`config.mk`:
```
export PLATFORM = sky130hd
export DESIGN_NAME = line_refill
export DESIGN_NICKNAME = d
export VERILOG_FILES = /design/src/source/icache_pkg.sv /design/src/source/line_refill.sv
export SDC_FILE = /design/constraint.sdc
export NUM_CORES = 1
export LEC_CHECK = 0
export BUFFER_PORTS_ARGS = -buffer_cell sky130_fd_sc_hd__buf_2
export CORE_MARGIN = 2
export CORE_UTILIZATION = 45
export DETAILED_ROUTE_END_ITERATION = 10
export GPL_ROUTABILITY_DRIVEN = 0
export PLACE_DENSITY_LB_ADDON = 0.25
export SLEW_MARGIN = 20
export SYNTH_ARGS = -nofsm -noshare
export SYNTH_HDL_FRONTEND = slang
export SYNTH_SLANG_ARGS = --single-unit
```
`constraint.sdc`:
```
create_clock -name clk -period 7.3 [get_ports clk]
set_input_delay 0.73 -clock clk [delete_from_list [all_inputs] [get_ports clk]]
set_output_delay 0.73 -clock clk [all_outputs]
set_load 0.005 [all_outputs]
```
`src/source/icache_pkg.sv`:
```
`default_nettype none

package icache_pkg;

    localparam int PADDR_BITS    = 32;
    localparam int LINE_WORDS    = 8;
    localparam int FETCH_WORDS   = 4;
    localparam int LINE_OFF_BITS = $clog2(LINE_WORDS) + 2; // Byte offset inside a line.

    typedef logic [31:0]                         word_t;
    typedef logic [PADDR_BITS-1:0]               paddr_t;
    typedef logic [PADDR_BITS-LINE_OFF_BITS-1:0] line_addr_t;
    typedef logic [$clog2(LINE_WORDS)-1:0]       word_off_t;
    typedef logic [2:0]                          fetch_cnt_t; // 1 to FETCH_WORDS.

    ////////////////////////////////////////////////////////////
    // Fetch side.
    ////////////////////////////////////////////////////////////

    typedef struct packed {
        paddr_t     addr;
        fetch_cnt_t count;
    } fetch_req_t;

    // Slot 0 holds the word at addr.
    typedef struct packed {
        paddr_t                  addr;
        logic [FETCH_WORDS-1:0]  mask;
        word_t [FETCH_WORDS-1:0] data;
    } fetch_resp_t;

    typedef word_t [LINE_WORDS-1:0] line_t;

    typedef enum logic [1:0] {
        IDLE,
        LOOKUP,
        MISS,
        RESPOND
    } cache_state_t;

endpackage

`default_nettype wire

```
`src/source/line_refill.sv`:
```
`timescale 1ns/1ps
`default_nettype none

module line_refill (
    input  logic                   clk,
    input  logic                   rst,
    input  logic                   start,
    input  icache_pkg::line_addr_t start_addr,
    output logic                   mem_ar_valid,
    output icache_pkg::line_addr_t mem_ar_addr,
    input  logic                   mem_ar_ready,
    input  logic                   mem_r_valid,
    input  icache_pkg::word_t      mem_r_data,
    input  logic                   mem_r_last,
    output logic                   done,
    output icache_pkg::line_t      line
);
    typedef enum logic [1:0] {
        RF_IDLE,
        RF_ADDR,
        RF_DATA
    } refill_state_t;

    refill_state_t         state;
    icache_pkg::word_off_t beat;

    assign mem_ar_valid = (state == RF_ADDR);

    always_ff @(posedge clk or posedge rst) begin
        if (rst) begin
            state <= RF_IDLE;
            beat  <= '0;
            done  <= 1'b0;
        end else begin
            done <= 1'b0;
            case (state)
                RF_IDLE: if (start) state <= RF_ADDR;
                RF_ADDR: begin
                    beat <= '0;
                    if (mem_ar_ready) state <= RF_DATA;
                end
                RF_DATA: begin
                    if (mem_r_valid) begin
                        beat <= beat + 1'b1;
                        if (beat == icache_pkg::word_off_t'(icache_pkg::LINE_WORDS - 1)) begin
                            state <= RF_IDLE;
                            done  <= 1'b1; // Line is complete in the next cycle.
                        end
                    end
                end
                default: state <= RF_IDLE;
            endcase
        end
    end

    always_ff @(posedge clk) begin
        if (state == RF_IDLE && start) mem_ar_addr <= start_addr;
        if (state == RF_DATA && mem_r_valid) line[beat] <= mem_r_data;
    end

    ////////////////////////////////////////////////////////////
    // Burst protocol checks.
    ////////////////////////////////////////////////////////////

    a_no_stray_beat: assert property (@(posedge clk) disable iff (rst)
        mem_r_valid |-> state == RF_DATA);

    a_last_on_count: assert property (@(posedge clk) disable iff (rst)
        mem_r_valid |-> mem_r_last == (beat == icache_pkg::word_off_t'(icache_pkg::LINE_WORDS - 1)));

    a_start_idle: assert property (@(posedge clk) disable iff (rst)
        start |-> state == RF_IDLE);

endmodule

`default_nettype wire

```
Yosys cells after proc, flatten, opt, wreduce, memory -nomap -nowiden
Index checks and enable logic that the tools add are counted.
{ "totals": {"memories": 0, "ff_bits": 289, "romBits": 0, "latch_bits": 0, "ram_bits": 0, "elab_cells": 42} }
{ "classes": {"n_shift": 0, "bitwise": 0, "n_lt_le_gt_ge": 2, "reduce_logical": 7, "mux": 13, "mul": 0, "eq_ne": 7, "div": 0, "add_sub_neg": 1} }
{ "ops": {"columns": ["op", "n"], "rows": [
  ["$bwmux 256", 1],
  ["$demux 32 s3", 1],
  ["$mux 32", 1],
  ["$mux 2", 4],
  ["$ne 2x2->1 const B", 3],
  ["$pmux 2 s3", 1],
  ["$pmux 3 s2", 1],
  ["$lt 3x4->1 const B", 1],
  ["$reduce_and 4->1", 1],
  ["$add 3x1->3 const B", 1],
  ["$eq 3x3->1 const B", 1],
  ["$ge 3x1->1 const B", 1],
  ["$logic_and 1x1->1", 3],
  ["$mux 1", 3],
  ["$mux 3", 1],
  ["$eq 2x1->1 const B", 1],
  ["$eq 2x2->1 const B", 1],
  ["$logic_not 2->1", 1],
  ["$ne 2x1->1 const B", 1],
  ["$reduce_and 2->1", 1],
  ["$reduce_bool 2->1", 1]
]} }

Longest topological paths before layout
Gate-level depths: netlist of run 1.
{ "logic_depth": {"word_depth": 5, "mapped_depth": 4, "depth_no_buf": 4} }

Least setup slack after synthesis of run 1
Ideal clock, no wire load.
{ "synth_path": {"kind": "input to register", "start": "input mem_r_valid", "end": "register line[0] in the netlist's numbering, enable pin", "t_required_ns": 6.799, "stages": 2, "slack_ns": 2.846, "arrival_time_ns": 3.953, "cell_sequence": "nand3b_1 > nor4_1"} }
{ "synth_between": {"elab_chain_len": 1} }
{ "synth_lines": {"columns": ["item", "line", "source"], "rows": [
  ["from (decl)", "line_refill.sv:12", "input logic mem_r_valid,"],
  ["$logic_and 1x1->1", "line_refill.sv:58", "if (state == RF_DATA && mem_r_valid) line[beat] <= mem_r_data;"],
  ["to (signal, indexed assignment)", "line_refill.sv:58", null],
  ["to (decl)", "line_refill.sv:16", "output icache_pkg::line_t line"]
]} }
Every way passes these cells.
A chain may end at the register's enable or synchronous reset.

Final worst setup path of run 1
{ "layout_path": {"start": "register state[1]", "end": "register line[193] in the netlist's numbering, enable pin"} }
{ "layout_between": {"elab_chain_len": 2} }
{ "layout_lines": {"columns": ["item", "line", "source"], "rows": [
  ["from (decl)", "line_refill.sv:24", "refill_state_t state;"],
  ["from (signal assigned)", "line_refill.sv:31", "state <= RF_IDLE;"],
  ["from (signal assigned)", "line_refill.sv:37", "RF_IDLE: if (start) state <= RF_ADDR;"],
  ["from (signal assigned)", "line_refill.sv:40", "if (mem_ar_ready) state <= RF_DATA;"],
  ["$eq 2x2->1", "line_refill.sv:58", null],
  ["$logic_and 1x1->1", "line_refill.sv:58", null]
]} }
Every way passes these cells.

==> results of run 1 <==
[layout make-up]
cell class / instances / share of cell area [%]
tap: 265 / 2.748
timing repair buffer: 358 / 15.16
inverter: 1 / 0.03110
multi-input combinational: 33 / 2.602
clock buffer: 36 / 6.480
sequential: 289 / 71.66
clock inverter: 11 / 1.317
[synthesized netlist by cell type (all sizes together)]
cell | instances | share of area, %
edfxtp | 283 | 95
dfrtp | 6 | 1.7
and3 | 4 | 0.28
nor2 | 4 | 0.17
buf | 3 | 0.34
a21oi | 2 | 0.11
a221o | 2 | 0.22
and2 | 2 | 0.14
ha | 2 | 0.28
nand2b | 2 | 0.14
nand3b | 2 | 0.17
nor4 | 2 | 0.14
nor4b | 2 | 0.34
a211o | 1 | 0.098
a22o | 1 | 0.098
and2b | 1 | 0.11
and4bb | 1 | 0.14
inv | 1 | 0.042
nand2 | 1 | 0.042
nand3 | 1 | 0.056
nor2b | 1 | 0.070
nor3b | 1 | 0.084
or3b | 1 | 0.098
[through the flow]
step / cell area, um^2 / instances / hold WS [ns]
5_1_grt: 12070 / 993 / 0.1083
3_3_place_gp: 11110 / 945 / 0.5616
4_1_cts: 12050 / 992 / 0.09750
2_1_floorplan: 8931 / 326 / 0.5210
3_5_place_dp: 11110 / 945 / 0.5744
6_report: 12070 / 993 / 0.1168
[layer usage]
metal  part of all wire [%]  vias up  wire length (um)  global-route usage, %
met5                  0.063        -                13                      0
met4                    1.8        2               383                  5.110
met3                    9.6       27              1994                  5.594
met2                     49      279             10230                  31.28
met1                     39     2358              8128                  23.82
li1                       -     2098                 -                      -
[cell families (layout without fill, tap and decap cells)]
family / after synthesis / count (layout)
flip-flops: 289 / 289
AND/OR/NAND/NOR: 25 / 25
AO/OA/AOI/OAI: 6 / 6
adder cells (fa/ha/maj): 2 / 2
buffers and inverters: 4 / 406
[worst max-delay path, delay by kind of cell, from the launching register on]
kind / cells / cell delay [ns]
DFF: 1 / 0.53
and+or+nand+nor: 2 / 1.29
buffers and inverters: 1 / 0.46
[flip-flops by register name, indices dropped and copies added (netlist names)]
register	count
done	1
mem_ar_addr	27
state	2
beat	3
line	256
[worst paths after layout]
| kind | start | endpoint | slack (ns) | cells past startpoint |
|---|---|---|---|---|
| min in group clk | start_addr[4] | mem_ar_addr[4] | 0.38 | 1 |
| min reg2reg | beat[1] | beat[1] | 0.60 | 1 |
| max reg2reg | state[1] | line[193] | 4.67 | 3 |
| max in group asynchronous | rst | state[0] | 6.98 | 2 |
| max | state[1] | line[193] | 4.67 | 3 |
| min | rst | beat[0] | 0.12 | 2 |
[power breakdown]
group	switching, mW	internal, mW	total, mW
logic	0.135	0.0859	0.221
registers	0.0489	1.92	1.97
clock network	0.561	0.889	1.45
total	0.745	2.90	3.64
==> summary.txt, run 1 <==
Status
  – Status: finished clean

Power and ir drop
  – Pwr Total: 3.644 mW
  – Lkg Pwr: 4.644 nW
  – Worst VDD drop: 0.2423 mV
  – Pwr Density: 302.0 mW/mm^2

Timing
  – Max Slew Vio Count: 0
  – Total negative slack: 0 ns
  – Worst Tran Pin Value: 0.9632 ns
  – Final WS setup: 4.675 ns
  – Post-Route Skew: 0.01458 ns
  – Min Clock Period, post-route: 2.625 ns
  – Final worst path period share: 35.96%
  – Slew HR: 35.52%
  – FMAX: 380.9 MHz
  – RSZ-0062 raised after global routing: false
  – Hold Violations, Final: 0
  – Final setup vio count: 0

Global routing
  – Largest net degree at the start of global routing: 33
  – Global-route wire length before repair: 28450 um
  – Number of global-route vias before repair: 4686
  – Total Routing Usage GR: 18.63%
  – Grt ovf: 0
  – Antenna violations before repair: 1

Finish
  – Area grow syn2layout: 35.12%
  – # nets final: 778
  – # diodes: 0
  – Register area: 0.008648 mm^2
  – Final core occ: 62.01%
  – Most common cell after layout, fill and taps aside: buf_2
  – Fill count: 1397
  – Layout cells sized above 1: 56.18%
  – Most frequent cells in the layout: 348 x buf_2, 283 x edfxtp_1, 29 x clkbuf_16, 9 x buf_4, 6 x dfrtp_1
  – Multi-input logic area: 314.1 um^2

Route
  – Via count: 4764
  – Detailed Routing Iterations Pass 1: 4
  – Antenna-violating nets left: 0
  – Initial DRC Count: 228
  – DRC: 0
  – Vias per cell: 4.798
  – Final wirelength: 20750 um
  – Wirelength per Cell: 20.89 um

Yosys
  – Post-Synth XOR/XNOR Area: 0%
  – Syn_area_per_cell: 27.40 um^2
  – #FFs+latches synth: 289
  – Netlist Area Pre-Place: 0.008931 mm^2
  – Number of synthesis warnings: 0
  – Sequential area share after synthesis: 96.83%
  – Adder-Cell Fraction of Synth Area: 0.2802%
  – Fraction of synthesized area in multiplexers: 0%
  – Largest family of logic cells by synthesized area: simple AND/OR/NAND/NOR gates
  – Complex-gate fraction of the synthesized area: 0.5324%
  – Post-synth net total: 393
  – Synth Area in Simple Gates: 1.975%
  – Library cells used by synthesis: 24
  – Synth Instances: 326

Critical path
  – CP required: 7.49 ns
  – CP max stage cell: nor4b_4
  – CP Launch Type: flop
  – Worst path cell trace: nand3_1, nor4b_4, buf_4
  – Max FO, Critical Path: 21
  – Critical path type: reg2reg
  – WP data arrival: 2.81 ns
  – Slowest cell delay on critical path: 0.93 ns
  – Critical Path End Type: flop

Clock tree
  – Reg clk slew, reported paths: 0.06 ns
  – CTS Root Cell: clkbuf_16
  – Clk buf depth: 3
  – Post-CTS Setup Bufs: 0
  – CTS Hold Bufs: 0
  – CTS tree: done
  – Worst-Skew Late Latency: 0.52 ns
  – CTS Buf Count: 28
  – Num Clock Sinks: 289
  – CTS resizes: 0
  – Max H-tree Level: 1

Die
  – Rows: 51
  – Initial core utilization: 45.89%
  – Die Wd: 144.9 um
  – Core area: 0.01946 mm^2
  – DIE HEIGHT: 144.9 um
  – Die area: 0.02099 mm^2
  – I/O Pins: 350

Worst hold path
  – Hold WC Path Type: in2async

Run
  – Max Cap Violations: 0

Placed design
  – DPL Wire Length: 13960 um
  – Dpl ws: 4.305 ns
  – Port Buffer Count: 348
Power figures use the tool's default switching activity.
==> inputs of run 2 (changes only) <==
--- a/config.mk
+++ b/config.mk
@@ -5,6 +5,7 @@
 export SDC_FILE = /design/constraint.sdc
 export NUM_CORES = 1
 export LEC_CHECK = 0
+export ABC_AREA = 1
 export BUFFER_PORTS_ARGS = -buffer_cell sky130_fd_sc_hd__buf_2
 export CORE_MARGIN = 2
 export CORE_UTILIZATION = 45
==> constraint.sdc (replaced) <==
create_clock -name clk -period 2.7 [get_ports clk]
set_input_delay 0.27 -clock clk [delete_from_list [all_inputs] [get_ports clk]]
set_output_delay 0.27 -clock clk [all_outputs]
set_load 0.005 [all_outputs]
==> summary.txt, run 2 <==
Finish
  – Multi-input logic area: 241.5 um^2 (was 314.1 um^2)
  – Area grow syn2layout: 37.82% (was 35.12%)
  – # diodes: 0 (unchanged)
  – Design area: 0.01222 mm^2 (was 0.01207 mm^2)
  – Most frequent cells in the layout: 348 x buf_2, 283 x edfxtp_1, 29 x dlygate4sd3_1, 27 x clkbuf_16, 12 x nand2_1 (was 348 x buf_2, 283 x edfxtp_1, 29 x clkbuf_16, 9 x buf_4, 6 x dfrtp_1)
  – Number of flip-flops in the largest register: 256 (unchanged)
  – # nets final: 818 (was 778)
  – Largest regs: line x256, mem_ar_addr x27, beat x3 (unchanged)
  – Layout cells sized above 1: 53.19% (was 56.18%)
  – Most common cell after layout, fill and taps aside: buf_2 (unchanged)
  – Register area: 0.008648 mm^2 (unchanged)
  – Reg with most FFs: line (unchanged)
  – Fill count: 1385 (was 1397)
  – Final non-filler cell total: 1032 (was 993)

Clock tree
  – Worst-Skew Late Latency: 0.51 ns (was 0.52 ns)
  – CTS resizes: 0 (unchanged)
  – CTS Root Cell: clkbuf_16 (unchanged)
  – Max H-tree Level: 1 (unchanged)
  – Reg clk slew, reported paths: 0.06 ns (about the same)
  – Num Clock Sinks: 289 (unchanged)
  – CTS tree: done (unchanged)
  – Post-CTS Setup Bufs: 0 (unchanged)
  – CTS Buf Count: 27 (was 28)
  – Clk buf depth: 3 (unchanged)

Route
  – Antenna-violating nets left: 0 (unchanged)
  – Initial DRC Count: 275 (was 228)
  – Vias per cell: 4.735 (was 4.798)
  – Wirelength per Cell: 20.93 um (was 20.89 um)
  – DRC: 0 (unchanged)
  – Final wirelength: 21600 um (was 20750 um)
  – Detailed Routing Iterations Pass 1: 4 (unchanged)
  – Via count: 4887 (was 4764)

Critical path
  – CP Launch Type: flop (unchanged)
  – CP required: 2.91 ns (was 7.49 ns)
  – Critical Path End Type: flop (unchanged)
  – WP data arrival: 2.13 ns (was 2.81 ns)
  – Critical path type: reg2reg (unchanged)
  – Max FO, Critical Path: 13 (was 21)

Yosys
  – Synth Instances: 330 (was 326)
  – Top-area cell type share of the netlist area: 95.81% (was 95.15%)
  – Synth top area cells: edfxtp_1 96%, dfrtp_1 1.7%, nand2_1 0.51%, nand3_4 0.39%, nand3_1 0.34% (was edfxtp_1 95%, dfrtp_1 1.7%, nor4b_2 0.34%, and3_1 0.28%, ha_1 0.28%)
  – Number of synthesis warnings: 0 (unchanged)
  – Number of synthesized flops with an enable pin: 283 (unchanged)
  – Library cells used by synthesis: 12 (was 24)
  – Post-synth top cells: 283 x edfxtp_1, 12 x nand2_1, 7 x inv_1 (was 283 x edfxtp_1, 6 x dfrtp_1, 4 x and3_1, 4 x nor2_1)
  – Asr flop ratio synth: 2.076% (unchanged)
  – Post-synth net total: 397 (was 393)
  – Largest area contributor in the netlist: edfxtp_1 (unchanged)
  – Most common cell in the synthesized netlist: edfxtp_1 (unchanged)
  – Syn_area_per_cell: 26.88 um^2 (was 27.40 um^2)
  – Netlist Area Pre-Place: 0.008870 mm^2 (was 0.008931 mm^2)
  – Ys flop type: edfxtp_1 (unchanged)
  – Sequential area share after synthesis: 97.50% (was 96.83%)
  – #FFs+latches synth: 289 (unchanged)

Timing
  – Slew HR: 59.15% (was 35.52%)
  – FMAX: 521.4 MHz (was 380.9 MHz)
  – Final worst path period share: 71.03% (was 35.96%)
  – Final setup vio count: 0 (unchanged)
  – RSZ-0062 raised after global routing: false (unchanged)
  – Hold Violations, Final: 0 (unchanged)
  – Post-Route Skew: 0.01629 ns (was 0.01458 ns)
  – Max Slew Vio Count: 0 (unchanged)
  – Min Clock Period, post-route: 1.918 ns (was 2.625 ns)
  – Final WS setup: 0.7821 ns (was 4.675 ns)
  – Worst Tran Pin Value: 0.6113 ns (was 0.9632 ns)

Global routing
  – Number of global-route vias before repair: 4966 (was 4686)
  – Gr busiest metal: met2 (unchanged)
  – GR Util met2: 33.42% (was 31.28%)
  – Antenna violations before repair: 0 (was 1)
  – Largest net degree at the start of global routing: 28 (was 33)
  – Total Routing Usage GR: 19.83% (was 18.63%)
  – Grt ovf: 0 (unchanged)
  – Met1 Usage GRT: 25.59% (was 23.82%)
  – Met3 Usage GRT: 5.563% (was 5.594%)
  – Global-route wire length before repair: 30120 um (was 28450 um)

Die
  – Initial core utilization: 45.72% (was 45.89%)
  – Die area: 0.02085 mm^2 (was 0.02099 mm^2)
  – Rows: 51 (unchanged)
  – I/O Pins: 350 (unchanged)
  – DIE HEIGHT: 144.4 um (was 144.9 um)
  – Die Wd: 144.4 um (was 144.9 um)
  – Core area: 0.01940 mm^2 (was 0.01946 mm^2)

Power and ir drop
  – Pwr Total: 9.359 mW (was 3.644 mW)
  – Lkg Pwr: 4.716 nW (was 4.644 nW)
  – Worst VDD drop: 0.5230 mV (was 0.2423 mV)
  – Pwr Density: 765.6 mW/mm^2 (was 302.0 mW/mm^2)

Status
  – Status: finished clean (unchanged)

Placed design
  – Dpl cell area: 0.01116 mm^2 (was 0.01111 mm^2)
  – Post-Place Cells: 958 (was 945)
  – DPL Wire Length: 14510 um (was 13960 um)
  – Dpl ws: 0.7839 ns (was 4.305 ns)
  – Port Buffer Count: 348 (unchanged)

Worst hold path
  – Hold WC Path Type: in2reg (was in2async)

Run
  – Max Cap Violations: 0 (unchanged)
run 2: kinds of logic after synthesis:
family	share of synthesized area, %
AOI/OAI and AO/OA	0.05637
adders and majority gates	0.2821
buffers and inverters	0.3386
DFF	97.50
and+or+nand+nor	1.820
run 2: timing repair:
item	4_1_cts	5_1_grt
hold endpoints to repair	35	0
hold buffers	29	0
setup endpoints to repair	0	0
run 2: per-stage QoR:
| stage | util, % | TNS, ns | hold WS [ns] |
|---|---|---|---|
| 2_1_floorplan | - | -76.65 | 0.06096 |
| 3_3_place_gp | 57.51 | 0 | 0.2045 |
| 3_5_place_dp | 57.51 | 0 | 0.2029 |
| 4_1_cts | 63.02 | 0 | 0.006172 |
| 5_1_grt | 63.02 | 0 | 0.009016 |
| 6_report | 63.02 | 0 | 0.02444 |
run 2: metal layers:
metal | part of all wire, % | up-vias
met5 | 0 | -
met4 | 1.7 | 0
met3 | 9.2 | 32
met2 | 50 | 284
met1 | 40 | 2415
li1 | - | 2156
run 2: power by group:
part	internal [mW]	total, mW	switching [mW]
clock	1.93	3.38	1.45
sequential	5.21	5.29	0.0831
combinational	0.247	0.691	0.443
total	7.38	9.36	1.98
run 2: path summary, 6_finish.rpt:
path | slack [ns] | endpoint | depth (start not counted) | startpoint
min | 0.02 | line[145] | 1 | mem_r_data[17]
min reg2reg | 0.54 | done | 1 | state[0]
max | 0.78 | line[157] | 4 | beat[0]
max in group asynchronous | 2.30 | beat[1] | 3 | rst
min in group asynchronous | 0.21 | done | 3 | rst
max reg2reg | 0.78 | line[157] | 4 | beat[0]
run 2: area by class of cell:
type                            count  area share, %
Sequential cell                   289          70.75
Timing Repair Buffer              392          17.95
Multi-Input combinational cell     33          1.975
Clock inverter                      8         0.5322
Clock buffer                       37          5.834
Tap cell                          265          2.712
Inverter                            8         0.2457
run 2: critical path, cell delays in order, from the launching register on:
cell and delay (ns):
dfrtp_1 0.40, inv_1 0.23, nand3_4 0.20, nor2_4 0.50
buf_4 0.27
